--- config.mk ---
export PLATFORM = sky130hd
export DESIGN_NAME = l2_axi_master
export DESIGN_NICKNAME = d
export VERILOG_FILES = /design/src/l2_bif_pkg.sv /design/src/l2_axi_master.sv
export SDC_FILE = /design/constraint.sdc
export NUM_CORES = 1
export LEC_CHECK = 0
export ABC_AREA = 1
export BUFFER_PORTS_ARGS = -buffer_cell sky130_fd_sc_hd__buf_2
export CORE_AREA = 2 2 702 704
export CTS_CLUSTER_DIAMETER = 150
export DETAILED_ROUTE_END_ITERATION = 6
export DIE_AREA = 0 0 704 706
export PLACE_DENSITY = 0.3
export SLEW_MARGIN = 40
export SYNTH_ARGS = -nofsm -noshare
export SYNTH_HDL_FRONTEND = slang
export SYNTH_SLANG_ARGS = --single-unit
export TNS_END_PERCENT = 20
--- constraint.sdc ---
create_clock -name clk -period 21.7 [get_ports clk]
set_input_delay 4.34 -clock clk [delete_from_list [all_inputs] [get_ports clk]]
set_output_delay 4.34 -clock clk [all_outputs]
set_load 0.02 [all_outputs]
--- src/l2_bif_pkg.sv ---
package l2_bif_pkg;

	// Line address splits into tag and set
	localparam int LINE_ADDR_W = 26;
	localparam int SET_W = 8;
	localparam int TAG_W = LINE_ADDR_W - SET_W;
	localparam int CORE_W = 2;

	// 32-bit words per line, also the burst length
	localparam int LINE_WORDS = 16;
	localparam int LINE_BITS = LINE_WORDS * 32;

	typedef enum logic [2:0]
	{
		L2REQ_LOAD = 3'd0,
		L2REQ_STORE = 3'd1,
		L2REQ_FLUSH = 3'd2,
		L2REQ_INVALIDATE = 3'd3,
		L2REQ_LOAD_SYNC = 3'd4,
		L2REQ_STORE_SYNC = 3'd5
	} l2req_op_e;

	// Request as it is reissued into the pipeline
	typedef struct packed
	{
		logic [CORE_W - 1:0] core;
		logic [1:0] unit;
		logic [1:0] strand;
		l2req_op_e op;
		logic [1:0] way;
		logic [LINE_ADDR_W - 1:0] address;
		logic [LINE_BITS - 1:0] data;
		logic [63:0] mask;
	} l2req_t;

	// Packet from the L2 read stage
	typedef struct packed
	{
		logic valid;
		l2req_t req;
		logic is_fill;
		logic cache_hit;
		logic [LINE_BITS - 1:0] mem_result;
		logic [TAG_W - 1:0] old_tag;
		logic line_dirty;
	} rd_stage_t;

	typedef struct packed
	{
		logic [LINE_ADDR_W - 1:0] address;
		logic [LINE_BITS - 1:0] data;
	} wb_entry_t;

	typedef struct packed
	{
		logic duplicate;
		l2req_t req;
	} load_entry_t;

	// Master side of the burst port
	typedef struct packed
	{
		logic [31:0] awaddr;
		logic [7:0] awlen;
		logic awvalid;
		logic [31:0] wdata;
		logic wlast;
		logic wvalid;
		logic bready;
		logic [31:0] araddr;
		logic [7:0] arlen;
		logic arvalid;
		logic rready;
	} axi_m_t;

	// Slave side of the burst port
	typedef struct packed
	{
		logic awready;
		logic wready;
		logic bvalid;
		logic arready;
		logic rvalid;
		logic [31:0] rdata;
	} axi_s_t;

endpackage

--- src/l2_axi_master.sv ---
`timescale 1ns/1ps

module l2_axi_master import l2_bif_pkg::*;
	(input logic clk,
	input logic reset,
	input logic wb_pending_i,
	input wb_entry_t wb_head_i,
	output logic wb_done_o,
	input logic load_pending_i,
	input load_entry_t load_head_i,
	output logic data_ready_o,
	output logic [LINE_BITS - 1:0] load_line_o,
	output axi_m_t axi_m_o,
	input axi_s_t axi_s_i);

	localparam int BEAT_W = $clog2(LINE_WORDS);

	typedef enum logic [2:0]
	{
		ST_IDLE,
		ST_WRITE_ADDR,
		ST_WRITE_XFER,
		ST_READ_ADDR,
		ST_READ_XFER,
		ST_READ_COMPLETE
	} bus_state_e;

	bus_state_e state;
	bus_state_e state_nxt;
	logic [BEAT_W - 1:0] beat;
	logic [BEAT_W - 1:0] beat_nxt;
	logic last_beat;
	logic wait_write_resp;
	logic [31:0] line_buf [LINE_WORDS];

	assign last_beat = beat == BEAT_W'(LINE_WORDS - 1);

	// Word 0 sits in the most significant slice
	always_comb
	begin
		for (int k = 0; k < LINE_WORDS; k++)
			load_line_o[(LINE_WORDS - 1 - k) * 32 +: 32] = line_buf[k];
	end

	always_comb
	begin
		state_nxt = state;
		beat_nxt = beat;
		wb_done_o = 1'b0;
		data_ready_o = 1'b0;

		axi_m_o.awaddr = {wb_head_i.address, 6'd0};
		axi_m_o.awlen = 8'(LINE_WORDS);
		axi_m_o.awvalid = 1'b0;
		// Beat k drives word k of the head line
		axi_m_o.wdata = wb_head_i.data[(LINE_WORDS - 1 - int'(beat)) * 32 +: 32];
		axi_m_o.wlast = 1'b0;
		axi_m_o.wvalid = 1'b0;
		axi_m_o.bready = 1'b1;
		axi_m_o.araddr = {load_head_i.req.address, 6'd0};
		axi_m_o.arlen = 8'(LINE_WORDS);
		axi_m_o.arvalid = 1'b0;
		axi_m_o.rready = 1'b0;

		case (state)
			ST_IDLE:
			begin
				// Writebacks first so a load never sees stale memory
				if (wb_pending_i)
				begin
					if (!wait_write_resp)
						state_nxt = ST_WRITE_ADDR;
				end
				else if (load_pending_i)
				begin
					// Duplicate only needs a reissue
					if (load_head_i.duplicate)
						state_nxt = ST_READ_COMPLETE;
					else
						state_nxt = ST_READ_ADDR;
				end
			end

			ST_WRITE_ADDR:
			begin
				axi_m_o.awvalid = 1'b1;
				beat_nxt = '0;
				if (axi_s_i.awready)
					state_nxt = ST_WRITE_XFER;
			end

			ST_WRITE_XFER:
			begin
				axi_m_o.wvalid = 1'b1;
				axi_m_o.wlast = last_beat;
				if (axi_s_i.wready)
				begin
					beat_nxt = beat + 1'b1;
					if (last_beat)
					begin
						// Whole line is on the bus so the queue entry is released
						wb_done_o = 1'b1;
						state_nxt = ST_IDLE;
					end
				end
			end

			ST_READ_ADDR:
			begin
				axi_m_o.arvalid = 1'b1;
				beat_nxt = '0;
				if (axi_s_i.arready)
					state_nxt = ST_READ_XFER;
			end

			ST_READ_XFER:
			begin
				axi_m_o.rready = 1'b1;
				if (axi_s_i.rvalid)
				begin
					beat_nxt = beat + 1'b1;
					if (last_beat)
						state_nxt = ST_READ_COMPLETE;
				end
			end

			ST_READ_COMPLETE:
			begin
				// Request goes back to the pipeline and pops the load queue
				data_ready_o = 1'b1;
				state_nxt = ST_IDLE;
			end

			default:
				state_nxt = ST_IDLE;
		endcase
	end

	always_ff @(posedge clk, posedge reset)
	begin
		if (reset)
		begin
			state <= ST_IDLE;
			beat <= '0;
			wait_write_resp <= 1'b0;
			for (int k = 0; k < LINE_WORDS; k++)
				line_buf[k] <= '0;
		end
		else
		begin
			state <= state_nxt;
			beat <= beat_nxt;

			if (state == ST_READ_XFER && axi_s_i.rvalid)
				line_buf[beat] <= axi_s_i.rdata;

			// One write response outstanding at most
			if (state == ST_WRITE_ADDR)
				wait_write_resp <= 1'b1;
			else if (axi_s_i.bvalid)
				wait_write_resp <= 1'b0;
		end
	end

endmodule

==> flow_summary_export.csv <==
group,metric,value,unit
outcome,outcome,"complete, but fails checks",
outcome,violations,"design-rule violations",
sta,period_minus_slack,10.71,ns
detailed_routing,first_pass_iters,7,
detailed_routing,wire_per_inst,21.9,um
place,dpl.hpwl,199,mm
sta,setup_viol,0,
floorplanning,ios,1825,
cts,root_buffer,"clkbuf_16",
pwr,p_comb_frac,0.498,
cts,cts_resized,0,
logic_synthesis,syn_area_per_cell,7.90,um2
pwr,swShare,0.506,
cts,cts_buffer_depth,4,
finish,final_area,41000,um2
grt,antenna_found_initial,139,
worst_setup_path,r2r_cells,8,
floorplanning,die_w,704,um
detailed_routing,drtIter0Drc,1526,
cts,cts_sinks,520,
grt,track_usage,0.0923,
floorplanning,core,489000,um2
worst_setup_path,regToRegStartpoint,"beat[0]",
detailed_routing,met2_length,115,mm
grt,grt_pass1_wl,297,mm
cts,cts_setup_buffers,0,
logic_synthesis,synth_top_area_share,0.506,
worst_setup_path,startpoint_type,"input pin",
logic_synthesis,ys_seq_area_frac,0.506,
worst_setup_path,max_stage_delay,0.46,ns
detailed_routing,ant_nets,0,
worst_setup_path,r2r-end,"load_line_o[171]",
sta,setup_tns,0,ns
sta,worstMarginPinSlew,0.832,ns
logic_synthesis,ys.flop_type,"dfrtp_1",
sta,worst_slack,10.99,ns
finish,layout-drive-gt1-share,0.341,
detailed_routing,routed_wl,238,mm
place,gp_congestion,0.961,
worst_setup_path,crit_required,17.36,ns
worst_setup_path,r2r_setup_slack,17.90,ns
place,post-place-ws,10.64,ns
pwr,peakVddDrop,0.0000890,V
worst_setup_path,cp_top_family,"simple AND/OR/NAND/NOR gates",
sta,drv_slew,0,
pwr,clkPwrFrac,0.231,
hold_path,hp-class,"reg -> reg",
worst_setup_path,worstPathBufferInverterCount,3,
cts,numCtsBuffers,73,
logic_synthesis,yosysTopAreaCell,"dfrtp_1",
pwr,internal-power,2510,uW
cts,clk_pin_slew,0.06,ns
sta,max-slew-margin-rel,0.445,
sta,rsz0062_at_grt,"false",
worst_setup_path,critPathCaptureType,"primary output",
pwr,p_seq_frac,0.271,
detailed_routing,routed.top_layer,"met5",
detailed_routing,drt-met1-wl,83.9,mm
grt,grt_pass1_vias,25900,
hold_path,min_path_cells,2,
detailed_routing,vias,25900,
grt,overflow,0,
floorplanning,num_rows,257,
logic_synthesis,ys_warn_count,0,
worst_setup_path,path_cells,"buf_2, nor2_1, nor2_1, nand2_1, o21ai_1, nand2_1, nand2_1, inv_1, nand2_1, buf_2",
worst_setup_path,cp_common_cell,"nand2_1",
floorplanning,die_area,497000,um2
sta,max_freq,0.0934,GHz
hold_path,hp-start,"load_line_o[77]",
finish,synthToLayoutAreaGrowth,59.3,%
pwr,switching_power,2570,uW
cts,clkLatencyLatePin,0.78,ns
cts,htree_levels,3,
detailed_routing,met3_length,25.9,mm
logic_synthesis,ys_seq_elements,520,
cts,postCtsHoldBufs,0,
detailed_routing,drt-vias-per-instance,2.38,
worst_setup_path,slowest_stage,"nand2_1",
detailed_routing,post-route-drc-count,5,
worst_setup_path,path_class,"in -> out",
logic_synthesis,synth-async-reset-ratio,1.00,
worst_setup_path,worstPathMaxFanout,1,
logic_synthesis,syn_area,25700,um2
place,place_inst,10600,
pwr,p_leak,0.0189,uW
sta,clock_skew,0.0678,ns
pwr,finalPower,5080,uW
logic_synthesis,synth_edf_count,0,
place,placed_area,38400,um2
pwr,p_per_area,124,nW/um2
finish,finish.cell_count_without_fillers,10900,
floorplanning,initial_core_util,0.0526,
hold_path,min_to,"load_line_o[77]",
grt,grt_max_degree,132,
logic_synthesis,ys_top_cells_by_area,"dfrtp_1 51%, nor2_1 11%, nand2_1 9.4%",
floorplanning,die_h,706,um
logic_synthesis,synth_cells,3256,
logic_synthesis,ys_types,31,
place,port-buffer-count,1104,
sta,min_period_over_period,0.494,
sta,finalHoldViolations,0,
job,drv_cap,0,
worst_setup_path,cp_data_arrival_time,6.37,ns
finish,finalNetCount,5419,
cts,cts_tree,"done",
-- placed cells by master, fill, tap and decap left out, drive strengths merged, types with 2 or more instances in the layout --
cell type  netlist  final
clkinv           2     18
nor3             2      2
o21ai          353    353
diode            0    141
xor2             2      2
clkbuf         119    103
nand3           15     15
dfrtp          520    520
a21oi          417    417
nand2          651    651
bufinv           0      2
conb             2     29
inv            179    181
nor2           796    796
buf            191   1174
ha               4      4
-- synth_stat cells, types with 2 or more instances --
cell,number
nor2_1,779
nor2_8,10
nand3_1,15
a21oi_2,126
o21ai_0,331
clkbuf_1,118
nor2_4,6
buf_4,93
nor3_1,2
buf_6,35
nand2_1,646
nand2_2,4
ha_1,4
inv_1,178
conb_1,2
a21oi_1,291
buf_1,7
dfrtp_1,520
buf_2,55
o21ai_1,22
xor2_1,2
-- flip-flops by register name (all words and copies together), names as in the netlist --
signal / cells
state: 3
beat: 4
wait_write_resp: 1
load_line_o: 512
-- logic make-up after synthesis --
| group | Yosys count | share of synthesized area |
|---|---|---|
| other | 2 | 0.000292 |
| buffers and inverters | 491 | 0.0988 |
| DFF | 520 | 0.506 |
| xor gates and xnor gates | 2 | 0.000681 |
| adders and majority gates | 4 | 0.00195 |
| and+or+nand+nor | 1466 | 0.224 |
| AOI/OAI and AO/OA | 771 | 0.168 |
-- worst max path at each step --
stage	endpoint	startpoint	cells past startpoint	slack, ns
3_3_place_gp	axi_m_o[74]	wb_head_i[381]	10	10.21
2_1_floorplan	beat[0]	reset	1	2.83
4_1_cts	axi_m_o[74]	wb_head_i[381]	10	10.64
6_report	axi_m_o[70]	wb_head_i[505]	10	10.99
3_5_place_dp	axi_m_o[74]	wb_head_i[381]	10	10.64
5_1_grt	axi_m_o[74]	wb_head_i[381]	10	10.72
-- tightest hold or removal path: stages (launching register included) --
cell and delay [ns]:
dfrtp_1 0.34, nand2_1 0.05, o21ai_0 0.05
-- layout make-up --
class / instances / area (um2)
Fill cell: 57800 / 448000
Timing Repair Buffer: 1174 / 6200
Clock buffer: 103 / 2030
Multi-Input combinational cell: 2272 / 10300
Sequential cell: 520 / 13000
Tap cell: 6475 / 8100
Antenna cell: 141 / 353
Clock inverter: 20 / 209
Inverter: 181 / 718
-- through the flow --
stage / utilization / hold WS [ns]
final: 0.0838 / 0.477
after floorplan: - / 0.505
after detailed placement: 0.0784 / 0.468
after CTS: 0.0830 / 0.483
after global placement: 0.0780 / 0.461
after global routing: 0.0836 / 0.492
-- power by group through the flow --
stage	logic (uW)	clock network, uW	registers (uW)
3_5_place_dp	2640	0	1400
3_3_place_gp	2640	0	1390
2_1_floorplan	977	0	1670
4_1_cts	2650	1240	1380
6_report	2530	1170	1380
5_1_grt	2740	1270	1410
-- per-layer routing --
layer	track usage	vias up
met2	0.160	1205
li1	-	12300
met1	0.0928	12000
met4	0.0396	68
met5	0.00433	-
met3	0.0461	329
No activity file was read; power rests on OpenSTA's default activity.
