<file path="src/sync_fifo.sv">
`timescale 1ns/1ps

module sync_fifo
	#(parameter int DATA_WIDTH = 32,
	parameter int NUM_ENTRIES = 8,
	parameter int ALMOST_FULL_THRESHOLD = 4)
	(input logic clk,
	input logic reset,
	input logic enqueue_i,
	input logic [DATA_WIDTH - 1:0] value_i,
	input logic dequeue_i,
	output logic [DATA_WIDTH - 1:0] value_o,
	output logic empty_o,
	output logic full_o,
	output logic almost_full_o);

	localparam int PTR_W = (NUM_ENTRIES > 1) ? $clog2(NUM_ENTRIES) : 1;
	localparam int CNT_W = $clog2(NUM_ENTRIES + 1);

	logic [DATA_WIDTH - 1:0] storage [NUM_ENTRIES];
	logic [PTR_W - 1:0] read_ptr;
	logic [PTR_W - 1:0] write_ptr;
	logic [CNT_W - 1:0] count;
	logic do_enqueue;
	logic do_dequeue;

	// Ignore pushes when full and pops when empty
	assign do_enqueue = enqueue_i && !full_o;
	assign do_dequeue = dequeue_i && !empty_o;

	assign empty_o = count == '0;
	assign full_o = count == CNT_W'(NUM_ENTRIES);
	assign almost_full_o = count >= CNT_W'(NUM_ENTRIES - ALMOST_FULL_THRESHOLD);

	// Head entry is visible without a pop
	assign value_o = storage[read_ptr];

	always_ff @(posedge clk, posedge reset)
	begin
		if (reset)
		begin
			read_ptr <= '0;
			write_ptr <= '0;
			count <= '0;
		end
		else
		begin
			if (do_enqueue)
				write_ptr <= (write_ptr == PTR_W'(NUM_ENTRIES - 1)) ? '0 : write_ptr + 1'b1;

			if (do_dequeue)
				read_ptr <= (read_ptr == PTR_W'(NUM_ENTRIES - 1)) ? '0 : read_ptr + 1'b1;

			// Simultaneous push and pop leave the count unchanged
			if (do_enqueue && !do_dequeue)
				count <= count + 1'b1;
			else if (do_dequeue && !do_enqueue)
				count <= count - 1'b1;
		end
	end

	always_ff @(posedge clk)
	begin
		if (do_enqueue)
			storage[write_ptr] <= value_i;
	end

endmodule

</file>
<file path="config.mk">
export PLATFORM = sky130hd
export DESIGN_NAME = sync_fifo
export DESIGN_NICKNAME = d
export VERILOG_FILES = /design/src/sync_fifo.sv
export SDC_FILE = /design/constraint.sdc
export NUM_CORES = 1
export LEC_CHECK = 0
export BUFFER_PORTS_ARGS = -buffer_cell sky130_fd_sc_hd__buf_2
export CAP_MARGIN = 20
export CELL_PAD_IN_SITES_DETAIL_PLACEMENT = 1
export CELL_PAD_IN_SITES_GLOBAL_PLACEMENT = 2
export CORE_MARGIN = 2
export CORE_UTILIZATION = 48
export DETAILED_ROUTE_END_ITERATION = 12
export HOLD_SLACK_MARGIN = 0.15
export PLACE_DENSITY = 0.8
export RECOVER_POWER = 25
export SYNTH_ARGS = -nofsm -noshare
export SYNTH_HDL_FRONTEND = slang
export SYNTH_SLANG_ARGS = --single-unit
</file>
<file path="constraint.sdc">
create_clock -name clk -period 4.8 [get_ports clk]
set_input_delay 1.2 -clock clk [delete_from_list [all_inputs] [get_ports clk]]
set_output_delay 1.2 -clock clk [all_outputs]
set_load 0.03 [all_outputs]
</file>
==> impl_metrics.prom <==
# TYPE chip_impl_metric gauge
chip_impl_metric{name="layout.cell_area.non_filler",unit="sq mm"} 0.0120
chip_impl_metric{name="postSynthNetCount",unit=""} 482
chip_impl_metric{name="post_cts_setup_buffers",unit=""} 0
chip_impl_info{name="critical_path.endpoint_type",value="output pin"} 1
chip_impl_metric{name="portion_of_synthesized_cell_area_occupied_by_the_leading_cell_type",unit=""} 0.746
chip_impl_metric{name="detail_route.iter0.violations",unit=""} 359
chip_impl_info{name="worstHoldStart",value="count[2]$_DFFE_PP0P_"} 1
chip_impl_metric{name="synthesis.area_per_instance",unit="sq um"} 23.5
chip_impl_metric{name="worst_max_slew_margin_expressed_relative_to_the_limit",unit=""} 0.307
chip_impl_metric{name="number_of_global_route_vias_before_repair",unit=""} 5303
chip_impl_metric{name="fp-row-count",unit=""} 53
chip_impl_metric{name="antenna_found_initial",unit=""} 1
chip_impl_metric{name="first_pass_iters",unit=""} 4
chip_impl_metric{name="layout_worst_path_cycle_share",unit=""} 0.840
chip_impl_metric{name="synth_xor_xnor_area_share",unit=""} 0.00170
chip_impl_metric{name="report.final.setup_viol",unit=""} 0
chip_impl_metric{name="timing.reg2reg.worst_path_depth",unit=""} 9
chip_impl_info{name="clock_tree.root_cell",value="sky130_fd_sc_hd__clkbuf_16"} 1
chip_impl_metric{name="yosys_warnings",unit=""} 0
chip_impl_metric{name="synth.ff_latch_count",unit=""} 266
chip_impl_info{name="most_used_flip_flop_cell_after_synthesis",value="sky130_fd_sc_hd__edfxtp_1"} 1
chip_impl_metric{name="max_cap_violations",unit=""} 0
chip_impl_metric{name="die_area",unit="sq mm"} 0.0226
chip_impl_info{name="cp-start-kind",value="flip-flop"} 1
chip_impl_metric{name="dp.final_hpwl",unit="um"} 12200
chip_impl_metric{name="fin_util",unit=""} 0.572
chip_impl_metric{name="synth_async_sr_flop_share",unit=""} 0.0376
chip_impl_metric{name="synth-adder-area-share",unit=""} 0.0104
chip_impl_metric{name="final.min_clock_period",unit="ns"} 4.03
chip_impl_metric{name="chipHeight",unit="um"} 150
chip_impl_metric{name="total_nets_final",unit=""} 576
chip_impl_metric{name="synth_compound_area_frac",unit=""} 0.00729
chip_impl_metric{name="p_switching",unit="uW"} 2510
chip_impl_metric{name="cts_resized",unit=""} 0
chip_impl_metric{name="first_pass_grt_wire_length",unit="um"} 31600
chip_impl_metric{name="synth-edff-count",unit=""} 256
chip_impl_info{name="hold_path_endpoint",value="count[2]$_DFFE_PP0P_"} 1
chip_impl_metric{name="arrival",unit="ns"} 2.83
chip_impl_metric{name="finClkSkew",unit="ns"} 0.0110
chip_impl_metric{name="syn_to_final_growth",unit="%"} 16.8
chip_impl_metric{name="clock_path_buffers",unit=""} 3
chip_impl_metric{name="route.antenna.remaining_nets",unit=""} 0
chip_impl_metric{name="p_clk_frac",unit=""} 0.281
chip_impl_metric{name="synth-simple-area-share",unit=""} 0.0160
chip_impl_metric{name="clock_sink_count",unit=""} 266
chip_impl_metric{name="placed_area",unit="sq mm"} 0.0111
chip_impl_metric{name="io_pins",unit=""} 71
chip_impl_metric{name="max_freq",unit="GHz"} 0.248
chip_impl_metric{name="wirelength",unit="um"} 20600
chip_impl_metric{name="postSynthCellCount",unit=""} 438
chip_impl_metric{name="internal_power",unit="uW"} 5390
chip_impl_metric{name="insertedDiodeCount",unit=""} 0
chip_impl_info{name="min_path_type",value="reg -> reg"} 1
chip_impl_metric{name="worst-path-buf-inv",unit=""} 2
chip_impl_metric{name="die_width",unit="um"} 150
chip_impl_metric{name="timing.critical_path.fanout_max",unit=""} 40
chip_impl_info{name="crit_path_top_delay_cell",value="sky130_fd_sc_hd__dfrtp_4"} 1
chip_impl_metric{name="crit_path_max_incr_delay",unit="ns"} 0.94
chip_impl_info{name="r2r-start",value="count[0]$_DFFE_PP0P_"} 1
chip_impl_info{name="timing_worst_setup_path_type",value="reg -> out"} 1
chip_impl_metric{name="numPortBuffers",unit=""} 70
chip_impl_metric{name="place.gp.congestion",unit=""} 0.702
chip_impl_metric{name="h-tree-depth",unit=""} 1
chip_impl_metric{name="clock_insertion_delay_worst_skew",unit="ns"} 0.52
chip_impl_metric{name="cts_hold_repair.buffers",unit=""} 0
chip_impl_metric{name="proportion_of_power_drawn_by_combinational_gates",unit=""} 0.303
chip_impl_metric{name="vias_cell",unit=""} 5.68
chip_impl_info{name="grt_setup_unrepaired",value="no"} 1
chip_impl_metric{name="global_route.usage.total",unit=""} 0.190
chip_impl_info{name="synth.top_cells.by_area",value="sky130_fd_sc_hd__edfxtp_1, sky130_fd_sc_hd__mux4_2, sky130_fd_sc_hd__mux2_2"} 1
chip_impl_metric{name="timing.setup.tns",unit="ns"} 0
chip_impl_metric{name="pin_count_of_the_biggest_net_entering_global_routing",unit=""} 47
chip_impl_metric{name="design.core.area",unit="sq mm"} 0.0210
chip_impl_info{name="cts_tree",value="done"} 1
chip_impl_info{name="combinational_family_with_the_most_area_after_synthesis",value="multiplexers"} 1
chip_impl_metric{name="whs_path_depth",unit=""} 2
chip_impl_metric{name="count_of_unresolved_drc_violations_after_routing",unit=""} 0
chip_impl_metric{name="initial_utilization",unit=""} 0.490
chip_impl_info{name="timing.critical_path.from",value="read_ptr[0]$_DFFE_PP0P_"} 1
chip_impl_info{name="crit_chain",value="buf_4 -> mux4_2 -> mux2_2 -> buf_2"} 1
chip_impl_metric{name="yosys.cell_types.count",unit=""} 32
chip_impl_metric{name="wl_per_cell",unit="um"} 24.9
chip_impl_metric{name="detailroute.via_count",unit=""} 4700
chip_impl_metric{name="worst_tran_pin_value",unit="ns"} 1.03
chip_impl_metric{name="maxSlewViolCount",unit=""} 0
chip_impl_metric{name="power.density_cell_area",unit="mW/mm^2"} 656
chip_impl_metric{name="grt.overflow.total",unit=""} 0
chip_impl_info{name="run_status",value="finished clean"} 1
chip_impl_info{name="critical_path.reg2reg.endpoint",value="count[3]$_DFFE_PP0P_"} 1
chip_impl_metric{name="cts_clock_pin_slew_for_the_worst_setup_and_hold_paths",unit="ns"} 0.06
chip_impl_info{name="critical-path-top-delay-family",value="flip-flops"} 1
chip_impl_metric{name="switching_share",unit=""} 0.317
chip_impl_metric{name="timing.critical_path.required",unit="ns"} 3.60
chip_impl_info{name="synth_area_leader_cell",value="sky130_fd_sc_hd__edfxtp_1"} 1
chip_impl_metric{name="power.sequential.fraction",unit=""} 0.416
chip_impl_metric{name="drive_gt1_frac",unit=""} 0.401
chip_impl_metric{name="worst-r2r-setup-slack",unit="ns"} 1.89
chip_impl_metric{name="hold_viol",unit=""} 0
chip_impl_metric{name="syn-cell-area",unit="sq mm"} 0.0103
chip_impl_metric{name="power.leakage",unit="uW"} 0.00393
chip_impl_metric{name="peakVddDrop",unit="mV"} 0.318
chip_impl_metric{name="yosys-mux-area-fraction",unit=""} 0.181
chip_impl_metric{name="tritoncts.num_buffers",unit=""} 28
chip_impl_metric{name="synth.yosys.seq_area_share",unit=""} 0.771
==> worst min-delay path, cell delays in order (launching register included) <==
cell and delay, ns:
sky130_fd_sc_hd__dfrtp_1 0.46, sky130_fd_sc_hd__nand2_1 0.07, sky130_fd_sc_hd__o21ai_0 0.07
==> layout by cell type (no fill, tap or decap), types with 3 or more instances in the layout <==
| cell type | count |
|---|---|
| sky130_fd_sc_hd__edfxtp_1 | 256 |
| sky130_fd_sc_hd__mux4_2 | 64 |
| sky130_fd_sc_hd__buf_2 | 50 |
| sky130_fd_sc_hd__mux2_2 | 37 |
| sky130_fd_sc_hd__clkbuf_16 | 29 |
| sky130_fd_sc_hd__clkbuf_1 | 23 |
| sky130_fd_sc_hd__buf_4 | 9 |
| sky130_fd_sc_hd__ha_1 | 7 |
| sky130_fd_sc_hd__dfrtp_1 | 7 |
| sky130_fd_sc_hd__bufinv_16 | 5 |
| sky130_fd_sc_hd__clkinv_1 | 5 |
| sky130_fd_sc_hd__inv_1 | 4 |
| sky130_fd_sc_hd__nor3_2 | 4 |
| sky130_fd_sc_hd__clkinvlp_4 | 4 |
| sky130_fd_sc_hd__clkinv_2 | 4 |
| sky130_fd_sc_hd__buf_12 | 4 |
| sky130_fd_sc_hd__nand2b_1 | 3 |
| sky130_fd_sc_hd__nand2_1 | 3 |
| sky130_fd_sc_hd__nor2_4 | 3 |
| sky130_fd_sc_hd__or3_1 | 3 |
==> power groups by stage <==
stage	registers [uW]	logic [uW]	clock network (uW)
after floorplan	3090	1960	0
after global routing	3340	2570	2340
after CTS	3300	2450	2250
final	3280	2400	2220
after detailed placement	3340	2440	0
after global placement	3300	2360	0
==> sequential cells by signal (all words and copies together), names as in the netlist <==
register,count
count,4
read_ptr,3
storage,256
write_ptr,3
==> metrics by stage <==
stage               setup WS, ns  hold slack [ns]  power (uW)  cells
floorplan                  0.777            0.565        5050    438
global route               0.554            0.694        8250    828
global placement            1.28            0.611        5660    777
CTS                        0.671            0.646        8000    828
finish                     0.770            0.635        7890    828
detailed placement          1.22            0.628        5780    777
==> kinds of logic (layout without fill, tap and decap cells) <==
family	after synthesis	after routing
AO/OA/AOI/OAI	8	8
XOR/XNOR	2	2
adder cells (fa/ha/maj)	8	8
buffers and inverters	23	138
flip-flops	266	266
multiplexers	102	102
AND/OR/NAND/NOR	29	29
==> worst max-delay path by stage <==
stage | endpoint | slack, ns | depth (start not counted)
floorplan | storage[2][0]$_DFFE_PP_ | 0.78 | 2
global placement | value_o[1] | 1.28 | 4
detailed placement | value_o[11] | 1.22 | 4
CTS | value_o[11] | 0.67 | 4
global route | value_o[11] | 0.55 | 4
finish | value_o[11] | 0.77 | 4
==> cell usage after synthesis (2+ instances only) <==
| library cell | instances |
|---|---|
| sky130_fd_sc_hd__a21o_1 | 2 |
| sky130_fd_sc_hd__buf_1 | 3 |
| sky130_fd_sc_hd__buf_2 | 3 |
| sky130_fd_sc_hd__buf_6 | 5 |
| sky130_fd_sc_hd__clkbuf_1 | 8 |
| sky130_fd_sc_hd__dfrtp_1 | 10 |
| sky130_fd_sc_hd__edfxtp_1 | 256 |
| sky130_fd_sc_hd__ha_1 | 7 |
| sky130_fd_sc_hd__inv_1 | 4 |
| sky130_fd_sc_hd__mux2_2 | 37 |
| sky130_fd_sc_hd__mux4_2 | 64 |
| sky130_fd_sc_hd__nand2_1 | 3 |
| sky130_fd_sc_hd__nand2b_1 | 3 |
| sky130_fd_sc_hd__nand3_1 | 2 |
| sky130_fd_sc_hd__nand3b_1 | 2 |
| sky130_fd_sc_hd__nor2_1 | 4 |
| sky130_fd_sc_hd__nor3_1 | 6 |
| sky130_fd_sc_hd__o21ai_0 | 2 |
| sky130_fd_sc_hd__or3_1 | 3 |
| sky130_fd_sc_hd__xnor2_1 | 2 |
==> layout make-up <==
cell class                      count  area [sq um]
Clock buffer                       32           737
Clock inverter                     19           228
Fill cell                        1788          8990
Sequential cell                   266          7940
Inverter                            4          15.0
Tap cell                          275           344
Timing Repair Buffer               83           473
Multi-Input combinational cell    149          2290
==> routing by layer <==
| layer | vias to the layer above | share of wire | GRT usage |
|---|---|---|---|
| met2 | 136 | 0.52 | 0.325 |
| met5 | - | 0.00063 | 0 |
| met4 | 2 | 0.023 | 0.0604 |
| met3 | 40 | 0.052 | 0.0342 |
| li1 | 2040 | - | - |
| met1 | 2482 | 0.40 | 0.250 |
Note: power is estimated with default switching activity, not from simulation.
