## src/l2_bif_pkg.sv

```systemverilog
package l2_bif_pkg;

	// Line address splits into tag and set
	localparam int LINE_ADDR_W = 26;
	localparam int SET_W = 8;
	localparam int TAG_W = LINE_ADDR_W - SET_W;
	localparam int CORE_W = 2;

	// 32-bit words per line, also the burst length
	localparam int LINE_WORDS = 16;
	localparam int LINE_BITS = LINE_WORDS * 32;

	typedef enum logic [2:0]
	{
		L2REQ_LOAD = 3'd0,
		L2REQ_STORE = 3'd1,
		L2REQ_FLUSH = 3'd2,
		L2REQ_INVALIDATE = 3'd3,
		L2REQ_LOAD_SYNC = 3'd4,
		L2REQ_STORE_SYNC = 3'd5
	} l2req_op_e;

	// Request as it is reissued into the pipeline
	typedef struct packed
	{
		logic [CORE_W - 1:0] core;
		logic [1:0] unit;
		logic [1:0] strand;
		l2req_op_e op;
		logic [1:0] way;
		logic [LINE_ADDR_W - 1:0] address;
		logic [LINE_BITS - 1:0] data;
		logic [63:0] mask;
	} l2req_t;

	// Packet from the L2 read stage
	typedef struct packed
	{
		logic valid;
		l2req_t req;
		logic is_fill;
		logic cache_hit;
		logic [LINE_BITS - 1:0] mem_result;
		logic [TAG_W - 1:0] old_tag;
		logic line_dirty;
	} rd_stage_t;

	typedef struct packed
	{
		logic [LINE_ADDR_W - 1:0] address;
		logic [LINE_BITS - 1:0] data;
	} wb_entry_t;

	typedef struct packed
	{
		logic duplicate;
		l2req_t req;
	} load_entry_t;

	// Master side of the burst port
	typedef struct packed
	{
		logic [31:0] awaddr;
		logic [7:0] awlen;
		logic awvalid;
		logic [31:0] wdata;
		logic wlast;
		logic wvalid;
		logic bready;
		logic [31:0] araddr;
		logic [7:0] arlen;
		logic arvalid;
		logic rready;
	} axi_m_t;

	// Slave side of the burst port
	typedef struct packed
	{
		logic awready;
		logic wready;
		logic bvalid;
		logic arready;
		logic rvalid;
		logic [31:0] rdata;
	} axi_s_t;

endpackage

```

## src/l2_pending_miss.sv

```systemverilog
`timescale 1ns/1ps

module l2_pending_miss import l2_bif_pkg::*;
	#(parameter int NUM_PENDING = 4)
	(input logic clk,
	input logic reset,
	input logic enqueue_load_i,
	input logic fill_i,
	input logic [LINE_ADDR_W - 1:0] address_i,
	output logic duplicate_o);

	localparam int IDX_W = (NUM_PENDING > 1) ? $clog2(NUM_PENDING) : 1;

	logic [NUM_PENDING - 1:0] entry_valid;
	logic [LINE_ADDR_W - 1:0] entry_address [NUM_PENDING];
	logic [NUM_PENDING - 1:0] entry_hit;
	logic free_found;
	logic [IDX_W - 1:0] free_idx;

	// Compare the incoming line against every outstanding fetch
	always_comb
	begin
		for (int i = 0; i < NUM_PENDING; i++)
			entry_hit[i] = entry_valid[i] && entry_address[i] == address_i;
	end

	// Lowest numbered free slot
	always_comb
	begin
		free_found = 1'b0;
		free_idx = '0;
		for (int i = 0; i < NUM_PENDING; i++)
		begin
			if (!entry_valid[i] && !free_found)
			begin
				free_found = 1'b1;
				free_idx = IDX_W'(i);
			end
		end
	end

	// Line already on its way, so the load only needs a reissue
	assign duplicate_o = enqueue_load_i && |entry_hit;

	always_ff @(posedge clk, posedge reset)
	begin
		if (reset)
			entry_valid <= '0;
		else
		begin
			// Fill for this line retires the fetch
			if (fill_i)
				entry_valid <= entry_valid & ~entry_hit;

			// Table full means the load goes to the bus as a normal miss
			if (enqueue_load_i && !(|entry_hit) && free_found)
				entry_valid[free_idx] <= 1'b1;
		end
	end

	always_ff @(posedge clk)
	begin
		if (enqueue_load_i && !(|entry_hit) && free_found)
			entry_address[free_idx] <= address_i;
	end

endmodule

```

## config.mk

```make
export PLATFORM = sky130hd
export DESIGN_NAME = l2_pending_miss
export DESIGN_NICKNAME = d
export VERILOG_FILES = /design/src/l2_bif_pkg.sv /design/src/l2_pending_miss.sv
export SDC_FILE = /design/constraint.sdc
export NUM_CORES = 1
export LEC_CHECK = 0
export BUFFER_PORTS_ARGS = -buffer_cell sky130_fd_sc_hd__buf_2
export CAP_MARGIN = 5
export CORE_ASPECT_RATIO = 1.1
export CORE_MARGIN = 3
export CORE_UTILIZATION = 55
export DETAILED_ROUTE_END_ITERATION = 12
export GPL_ROUTABILITY_DRIVEN = 0
export PLACE_DENSITY = 0.78
export SLEW_MARGIN = 20
export SYNTH_ARGS = -nofsm -noshare
export SYNTH_HDL_FRONTEND = slang
export SYNTH_SLANG_ARGS = --single-unit
```

## constraint.sdc

```tcl
create_clock -name clk -period 4.1 [get_ports clk]
set_clock_uncertainty 0.15 [all_clocks]
set_input_delay 0.41 -clock clk [delete_from_list [all_inputs] [get_ports clk]]
set_output_delay 0.41 -clock clk [all_outputs]
set_load 0.005 [all_outputs]
```

==> flow_summary.yaml, run 1 <==
synthesis:
  yosys.area_share.simple_pct: 8.780
  yosys.area.top_type_share_pct: 64.08
  synth_top_family_by_area: "XOR/XNOR gates"
  yosys.area_share.adder_pct: 0
  ys_types: 27
  synth_top_area_cell: "edfxtp_1"
  ys_ff_latch: 108
  synth_cells: 306
  synth_xor_area_share_pct: 20.46
  synth.avg_cell_area_um2: 15.93
  yosysSeqAreaShare_pct: 66.14
  synth_nets: 336
  synth.cell_area_um2: 4873
  synth-warning-count: 0
  muxShareOfSynthArea_pct: 0
  synth-compound-area-share_pct: 0.9756
  synth_area_leaders: "edfxtp_1 64%, xnor2_1 16%, nand4_1 3.2%, buf_6 2.1%, dfrtp_1 2.1%"
drt:
  drc: 0
  drt-pass1-iter-count: 4
  vias: 2424
  vias_per_cell: 5.399
  wl_per_cell_um: 18.74
  drtIter0Drc: 191
  drt-total-wl_um: 8414
  antenna_left: 0
min_path:
  worstHoldStart: "address_i[2]"
  hold_class: "input port to register"
clock_network:
  cts_setup_buffers: 0
  cts-hold-fix-buffers: 1
  ctsLongestPathBuffers: 2
  clk_pin_slew_ps: 100
  insertion_delay_ps: 370
  cts_tree: "yes"
  root_buffer: "clkbuf_8"
  clock-sinks: 108
  numCtsBuffers: 9
  htree_levels: 3
  cts_resized: 0
placement:
  hpwlAfterDp_um: 5924
  placed_cell_area_um2: 5046
  dp_slack_ps: 1043
  portBuffers: 30
critical_path:
  crit_cells: 7
  cpLargestDelayFamily: "simple AND/OR/NAND/NOR gates"
  rrSetupSlack_ps: 1290
  crit_path_start: "entry_address[2][19]"
  ff2ff_path_depth: 7
  required_ps: 4010
  slowest_stage: "nor3_2"
  rr_startpoint: "entry_address[2][19]"
  endpoint_kind: "register"
  path_cells: "xnor2_1 -> nand4_1 -> nor3_1 -> nand3_1 -> nand4_4 -> nor3_2 -> buf_4"
  cp-start-kind: "register"
  arrival_ps: 2720
  critical_path_class: "register to register"
  worst-path-buf-inv: 1
  r2r-end: "entry_address[0][23]"
  critPathMaxFanout: 14
  critPathCapture: "entry_address[0][23]"
  worst_path_largest_cell_delay_ps: 790
timing:
  hold_violations: 0
  finalCriticalPeriod_ps: 2807
  max_slew_margin_pct: 34.34
  finalSetupViolCount: 0
  tns_ps: 0
  layout_setup_ws_ps: 1293
  worst_slew_pin_slew_ps: 979.6
  max_freq_mhz: 356.2
  final_max_slew_viol_count: 0
  rsz0062_at_grt: "no"
  fin_crit_sh_pct: 68.47
outcome:
  outcome: "completed"
power_and_ir_drop:
  ir_worst_vdd_mv: 0.2841
  cellLeakagePower_nw: 1.659
  total_power_mw: 2.137
  powerDensity_nw_per_um2: 408.5
global_routing:
  grt_pass1_wl_um: 13650
  antenna_found_initial: 0
  grt_pass1_vias: 2373
  grt.total_usage_pct: 18.82
  grt_start_max_net_pins: 27
  grt_overflow_total: 0
finish:
  insertedDiodeCount: 0
  drive_above_1_share_pct: 21.60
  final_area_um2: 5231
  fill_cells: 648
  synthToLayoutAreaGrowth_pct: 7.343
  register_area_um2: 3223
  nets: 363
  multi_input_area_um2: 1485
floorplan:
  pin_count: 31
  dieWidth_um: 95.75
  dieArea_um2: 10030
  coreArea_um2: 8496
  die_h_um: 104.7
  initial_utilization_pct: 57.36
  num_rows: 35
run:
  cap_viol_max_count: 0
-- stage by stage --
| stage | cells | hold slack, ps | util [%] |
|---|---|---|---|
| after floorplan | 306 | 26.08 | - |
| after global placement | 432 | 155.3 | 59.40 |
| after detailed placement | 432 | 158.5 | 59.40 |
| after CTS | 449 | 192.0 | 61.58 |
| after global routing | 449 | 209.2 | 61.58 |
| final | 449 | 204.0 | 61.58 |
-- cells in the mapped netlist (all sizes together) --
cell	number
a41oi	1
buf	15
clkbuf	4
dfrtp	4
edfxtp	104
inv	5
nand2	10
nand3	5
nand3b	1
nand4	29
nor2	8
nor3	3
nor4	7
o21ai	3
o31ai	1
or3	1
or4	1
xnor2	96
xor2	8
-- metal layers --
layer / wire, µm / track usage (%) / vias to the layer above / part of all wire, %
met5: 0 / 0 / - / 0
met4: 243 / 7.825 / 0 / 2.9
met3: 433 / 4.320 / 17 / 5.1
met2: 3903 / 26.33 / 69 / 46
met1: 3832 / 28.34 / 1183 / 46
li1: - / - / 1155 / -
-- power by group --
group	switching [mW]	internal (mW)	total (mW)
registers	0.0323	1.29	1.32
logic	0.143	0.0976	0.241
clock network	0.352	0.224	0.576
-- cells by family after synthesis --
logic type / Yosys count
DFF: 108
xor gates and xnor gates: 104
and+or+nand+nor: 65
buffers and inverters: 24
AOI/OAI and AO/OA: 5
-- sequential cells by signal, indices dropped and copies added (netlist names) --
register,cells
entry_address,104
entry_valid,4
-- placed cells by master (no fill, tap or decap), drive strengths merged, types with 7 or more instances in the layout --
cell type and count:
edfxtp 104, xnor2 96, buf 34, nand4 29, nand2 10, clkbuf 9
xor2 8, nor2 8, inv 7, nor4 7
-- final cells by class --
class,count,share of cell area [%]
clock buffer,9,2.368
clock inverter,7,0.9806
sequential,108,61.61
timing repair buffer,35,3.635
tap,111,2.655
multi-input combinational,174,28.39
inverter,5,0.3588
-- worst min-delay path by stage --
stage / end / slack (ps) / depth (start not counted)
global route: entry_address[1][17] / 210 / 1
finish: entry_address[3][2] / 200 / 1
CTS: entry_address[3][2] / 190 / 1
detailed placement: entry_valid[1] / 160 / 2
floorplan: entry_valid[0] / 30 / 1
global placement: entry_valid[1] / 160 / 2
Note: power is estimated with default switching activity, not from simulation.
==> run 2, diff against run 1 <==
--- a/config.mk
+++ b/config.mk
@@ -9,10 +9,10 @@
 export CAP_MARGIN = 5
 export CORE_ASPECT_RATIO = 1.1
 export CORE_MARGIN = 3
-export CORE_UTILIZATION = 55
+export CORE_UTILIZATION = 54
 export DETAILED_ROUTE_END_ITERATION = 12
 export GPL_ROUTABILITY_DRIVEN = 0
-export PLACE_DENSITY = 0.78
+export PLACE_DENSITY = 0.8
 export SLEW_MARGIN = 20
 export SYNTH_ARGS = -nofsm -noshare
 export SYNTH_HDL_FRONTEND = slang
==> constraint.sdc (replaced) <==
create_clock -name clk -period 2.39 [get_ports clk]
set_clock_uncertainty 0.15 [all_clocks]
set_input_delay 0.239 -clock clk [delete_from_list [all_inputs] [get_ports clk]]
set_output_delay 0.239 -clock clk [all_outputs]
set_load 0.005 [all_outputs]
==> flow_summary.yaml, run 2 (synthesis results as in run 1) <==
power_and_ir_drop:
  internal_power_mw: 2.876
  p_comb_share_pct: 15.1
  cellLeakagePower_nw: 1.997
  p_sw_share_pct: 25.95
  powerDensity_nw_per_um2: 662.1
  seq_power_share_pct: 58.4
  ir_worst_vdd_mv: 0.4494
  p_sw_mw: 1.008
  clkPwrFrac_pct: 26.4
floorplan:
  pin_count: 31
  dieWidth_um: 96.58
  initial_utilization_pct: 56.78
  num_rows: 35
  coreArea_um2: 8583
  die_h_um: 105.6
  dieArea_um2: 10200
timing:
  final_max_slew_viol_count: 0
  finalCriticalPeriod_ps: 2511
  max_freq_mhz: 398.3
  max_slew_margin_pct: 72.02
  worst_slew_pin_slew_ps: 416.2
  finalSetupViolCount: 60
  tns_ps: -1093
  hold_violations: 0
  layout_setup_ws_ps: -120.5
  rsz0062_at_grt: "yes"
  fin_crit_sh_pct: 105.0
finish:
  post-route-util_pct: 68.34
  fill_cells: 567
  drive_above_1_share_pct: 33.78
  layout_common_cells: "104 x edfxtp_1, 77 x xnor2_1, 30 x buf_2, 26 x buf_4, 25 x nand4_1"
  final_area_um2: 5866
  synthToLayoutAreaGrowth_pct: 20.36
  final_common_cell: "edfxtp_1"
  insertedDiodeCount: 0
  largest_reg_flops: 104
  top_register: "entry_address"
  reg_top3: "entry_address (104), entry_valid (4)"
  nets: 401
clock_network:
  insertion_delay_ps: 370
  clk_pin_slew_ps: 100
  clock-sinks: 108
  cts_tree: "yes"
  htree_levels: 3
  root_buffer: "clkbuf_8"
  numCtsBuffers: 9
  ctsLongestPathBuffers: 2
drt:
  drt-pass1-iter-count: 4
  vias_per_cell: 5.579
  drtIter0Drc: 263
  vias: 2717
  drt-total-wl_um: 10620
  wl_per_cell_um: 21.80
  antenna_left: 0
  drc: 0
critical_path:
  arrival_ps: 2120
  crit_path_frequent_cell: "nand4_1"
  required_ps: 2000
  path_cells: "xnor2_2 -> nand4_1 -> nor4_4 -> nand4_1 -> a41oi_2 -> buf_2"
  worst_path_largest_cell_delay_ps: 430
  slowest_stage: "edfxtp_1"
  critical_path_class: "register to primary output"
  ff2ff_path_depth: 8
  r2r-end: "entry_address[1][18]"
  rr_startpoint: "entry_address[0][10]"
  cp-start-kind: "register"
  rrSetupSlack_ps: -30
  critPathMaxFanout: 3
  endpoint_kind: "primary output"
global_routing:
  grt_start_max_net_pins: 27
  grt_pass1_vias: 2545
  grt_pass1_wl_um: 14170
  grt_overflow_total: 0
  antenna_found_initial: 0
  grt.total_usage_pct: 19.26
min_path:
  hold_depth: 1
  hold_class: "input port to register"
  worstHoldStart: "address_i[22]"
  hold_end: "entry_address[1][22]"
placement:
  portBuffers: 30
  placed_cell_area_um2: 5318
  hpwlAfterDp_um: 6164
  dp_slack_ps: -105.9
outcome:
  outcome: "complete, but fails checks"
  violations: "negative setup slack"
run:
  cap_viol_max_count: 0
[run 2: cell type report]
type	instances	area (µm²)	area share (%)
Sequential cell	108	3223	54.95
Multi-Input combinational cell	174	1640	27.96
Timing Repair Buffer	73	669.4	11.41
Tap cell	111	138.9	2.368
Clock buffer	10	127.6	2.176
Clock inverter	6	47.55	0.8106
Inverter	5	18.77	0.3200
[run 2: worst max-delay path by stage]
| stage | startpoint | end | slack (ps) | depth (start not counted) |
|---|---|---|---|---|
| after floorplan | entry_address[1][11] | entry_address[3][0] | -350 | 6 |
| after global routing | entry_address[0][10] | duplicate_o | -220 | 6 |
| after CTS | entry_address[2][7] | duplicate_o | -60 | 7 |
| final | entry_address[0][10] | duplicate_o | -120 | 6 |
| after global placement | address_i[3] | entry_address[0][25] | -220 | 7 |
| after detailed placement | address_i[10] | entry_address[3][12] | -110 | 9 |
[run 2: metal layers]
| metal | GRT usage, % | share of wire (%) | vias up |
|---|---|---|---|
| met1 | 27.75 | 40 | 1349 |
| met2 | 29.59 | 50 | 110 |
| met4 | 5.912 | 2.6 | 0 |
| met5 | 0 | 0 | - |
| li1 | - | - | 1240 |
| met3 | 3.997 | 6.9 | 18 |
[run 2: power groups by stage]
| stage | Clock, mW | Combinational (mW) | Sequential (mW) |
|---|---|---|---|
| final | 1.03 | 0.587 | 2.27 |
| after CTS | 1.02 | 0.485 | 2.26 |
| after global routing | 1.12 | 0.623 | 2.28 |
| after detailed placement | 0 | 0.471 | 2.31 |
| after global placement | 0 | 0.457 | 2.30 |
| after floorplan | 0 | 0.295 | 2.30 |
[run 2: critical path, delay by kind of cell, from the launching register on]
kind	cells	cell delay, ps
buffers and inverters	1	140
AO/OA/AOI/OAI	1	240
XOR/XNOR	1	200
AND/OR/NAND/NOR	3	750
flip-flops	1	430
[run 2: timing repair]
item                       CTS  global route
hold endpoints to repair     4             0
hold buffers                 1             0
setup endpoints to repair   88            79
resized for setup            8            17
pin swaps                   15            20
buffers inserted             1             3
cloned                       0             8
[run 2: through the flow]
step	power [mW]	hold WS, ps	instances
5_1_grt	4.021	13.83	487
2_1_floorplan	2.596	-144.9	306
3_3_place_gp	2.759	-29.58	456
3_5_place_dp	2.776	-27.86	458
6_report	3.884	20.42	487
4_1_cts	3.773	18.92	476
==> run 3, diff against run 2 <==
--- a/config.mk
+++ b/config.mk
@@ -9,10 +9,10 @@
 export CAP_MARGIN = 5
 export CORE_ASPECT_RATIO = 1.1
 export CORE_MARGIN = 3
-export CORE_UTILIZATION = 54
+export CORE_UTILIZATION = 55
 export DETAILED_ROUTE_END_ITERATION = 12
 export GPL_ROUTABILITY_DRIVEN = 0
-export PLACE_DENSITY = 0.8
+export PLACE_DENSITY = 0.78
 export SLEW_MARGIN = 20
 export SYNTH_ARGS = -nofsm -noshare
 export SYNTH_HDL_FRONTEND = slang
==> constraint.sdc (replaced) <==
create_clock -name clk -period 2.9 [get_ports clk]
set_clock_uncertainty 0.15 [all_clocks]
set_input_delay 0.29 -clock clk [delete_from_list [all_inputs] [get_ports clk]]
set_output_delay 0.29 -clock clk [all_outputs]
set_load 0.005 [all_outputs]
==> flow_summary.yaml, run 3 (synthesis results as in run 1) <==
power_and_ir_drop:
  ir_worst_vdd_mv: 0.3508
  powerDensity_nw_per_um2: 591.4
  cellLeakagePower_nw: 1.677
floorplan:
  die_h_um: 104.7
  initial_utilization_pct: 57.36
  coreArea_um2: 8496
  dieArea_um2: 10030
  dieWidth_um: 95.75
  num_rows: 35
  pin_count: 31
clock_network:
  root_buffer: "clkbuf_8"
  insertion_delay_ps: 370
  cts_tree: "yes"
  numCtsBuffers: 9
  cts_setup_buffers: 0
  htree_levels: 3
  clk_pin_slew_ps: 100
  clock-sinks: 108
  ctsLongestPathBuffers: 2
placement:
  portBuffers: 30
  hpwlAfterDp_um: 5742
  dp.cells: 432
  placed_cell_area_um2: 5065
critical_path:
  critPathMaxFanout: 3
  arrival_ps: 2150
  cpLargestDelayFamily: "simple AND/OR/NAND/NOR gates"
  cp-start-kind: "register"
  required_ps: 2460
  endpoint_kind: "primary output"
  critical_path_class: "register to primary output"
  worst-path-buf-inv: 1
  rrSetupSlack_ps: 360
  worst_path_largest_cell_delay_ps: 420
  path_cells: "xnor2_1 -> nand4_1 -> nor4_2 -> nand3_1 -> a41oi_1 -> buf_2"
  slowest_stage: "nor4_2"
timing:
  finalCriticalPeriod_ps: 2593
  final_max_slew_viol_count: 0
  rsz0062_at_grt: "no"
  hold_violations: 0
  finalSetupViolCount: 0
  worst_slew_pin_slew_ps: 820.8
  max_slew_margin_pct: 45.22
  fin_crit_sh_pct: 89.42
  tns_ps: 0
  max_freq_mhz: 385.6
global_routing:
  grt_pass1_vias: 2394
  grt_overflow_total: 0
  grt_start_max_net_pins: 27
  grt.total_usage_pct: 18.30
  antenna_found_initial: 0
  grt_pass1_wl_um: 13390
finish:
  reg_top3: "entry_address (104), entry_valid (4)"
  final_common_cell: "edfxtp_1"
  fin_cells: 449
  top_register: "entry_address"
  synthToLayoutAreaGrowth_pct: 8.190
  layout_common_cells: "104 x edfxtp_1, 89 x xnor2_1, 30 x buf_2, 25 x nand4_1, 10 x nand2_1"
  largest_reg_flops: 104
  insertedDiodeCount: 0
  final_area_um2: 5273
  fill_cells: 632
  drive_above_1_share_pct: 21.89
  nets: 363
drt:
  drc: 0
  antenna_left: 0
  drt-pass1-iter-count: 4
  drtIter0Drc: 158
  vias_per_cell: 5.412
  wl_per_cell_um: 18.45
  vias: 2430
  drt-total-wl_um: 8282
min_path:
  hold_class: "input port to register"
run:
  cap_viol_max_count: 0
outcome:
  outcome: "completed"
-- run 3: cell count changes in the layout (fill, tap and decap cells not counted), sizes merged --
cell	before	now
buf	66	34
bufinv	0	1
clkbuf	16	9
clkinv	3	2
inv	7	8
-- run 3: power breakdown --
part / internal, mW / leakage [nW] / switching [mW]
Combinational: 0.142 / 0.594 / 0.199
Clock: 0.406 / 0.100 / 0.504
Sequential: 1.82 / 0.983 / 0.0476
Total: 2.37 / 1.68 / 0.751
-- run 3: cell type report --
| class | instances | area (µm²) | area share (%) |
|---|---|---|---|
| inverter | 5 | 18.77 | 0.3560 |
| clock buffer | 9 | 123.9 | 2.349 |
| multi-input combinational | 174 | 1491 | 28.29 |
| clock inverter | 7 | 73.82 | 1.400 |
| sequential | 108 | 3223 | 61.13 |
| timing repair buffer | 35 | 202.7 | 3.844 |
| tap | 111 | 138.9 | 2.634 |
-- run 3: path summary, 6_finish.rpt --
check,from,end,cells past startpoint
worst max-delay path,entry_address[2][3],duplicate_o,6
worst min-delay path,address_i[15],entry_address[3][15],1
worst max register to register,entry_address[2][19],entry_address[1][21],7
worst min register to register,entry_valid[2],entry_valid[2],2
max in group asynchronous,reset,entry_valid[0],3
min in group asynchronous,reset,entry_valid[1],3
-- run 3: timing repair --
item / 4_1_cts / 5_1_grt
setup endpoints to repair: 0 / 0
gates resized for setup: 0 / 0
endpoints found under the hold margin: 4 / 0
hold buffers: 1 / 0
-- run 3: metal layers --
layer / share of wire [%] / track usage (%) / vias to the layer above
li1: - / - / 1154
met1: 45 / 27.30 / 1184
met2: 47 / 26.33 / 74
met3: 5.2 / 3.384 / 18
met4: 2.6 / 7.825 / 0
met5: 0 / 0 / -
-- run 3: through the flow --
step | utilization, % | worst slack (ps) | hold WS [ps] | total power, mW
6_report | 62.06 | 306.7 | 95.03 | 3.118
2_1_floorplan | - | 156.2 | -93.92 | 2.140
5_1_grt | 62.06 | 105.2 | 89.30 | 3.241
4_1_cts | 62.06 | 292.0 | 79.68 | 3.151
3_5_place_dp | 59.62 | 193.2 | 23.96 | 2.249
3_3_place_gp | 59.62 | 266.1 | 23.72 | 2.237
-- run 3: worst reg2reg max path: cells and delay by family (launching register included) --
kind	cells	cell delay, ps
xor+xnor	1	140
buf+inv	1	230
flops	1	400
simple gates	5	1320
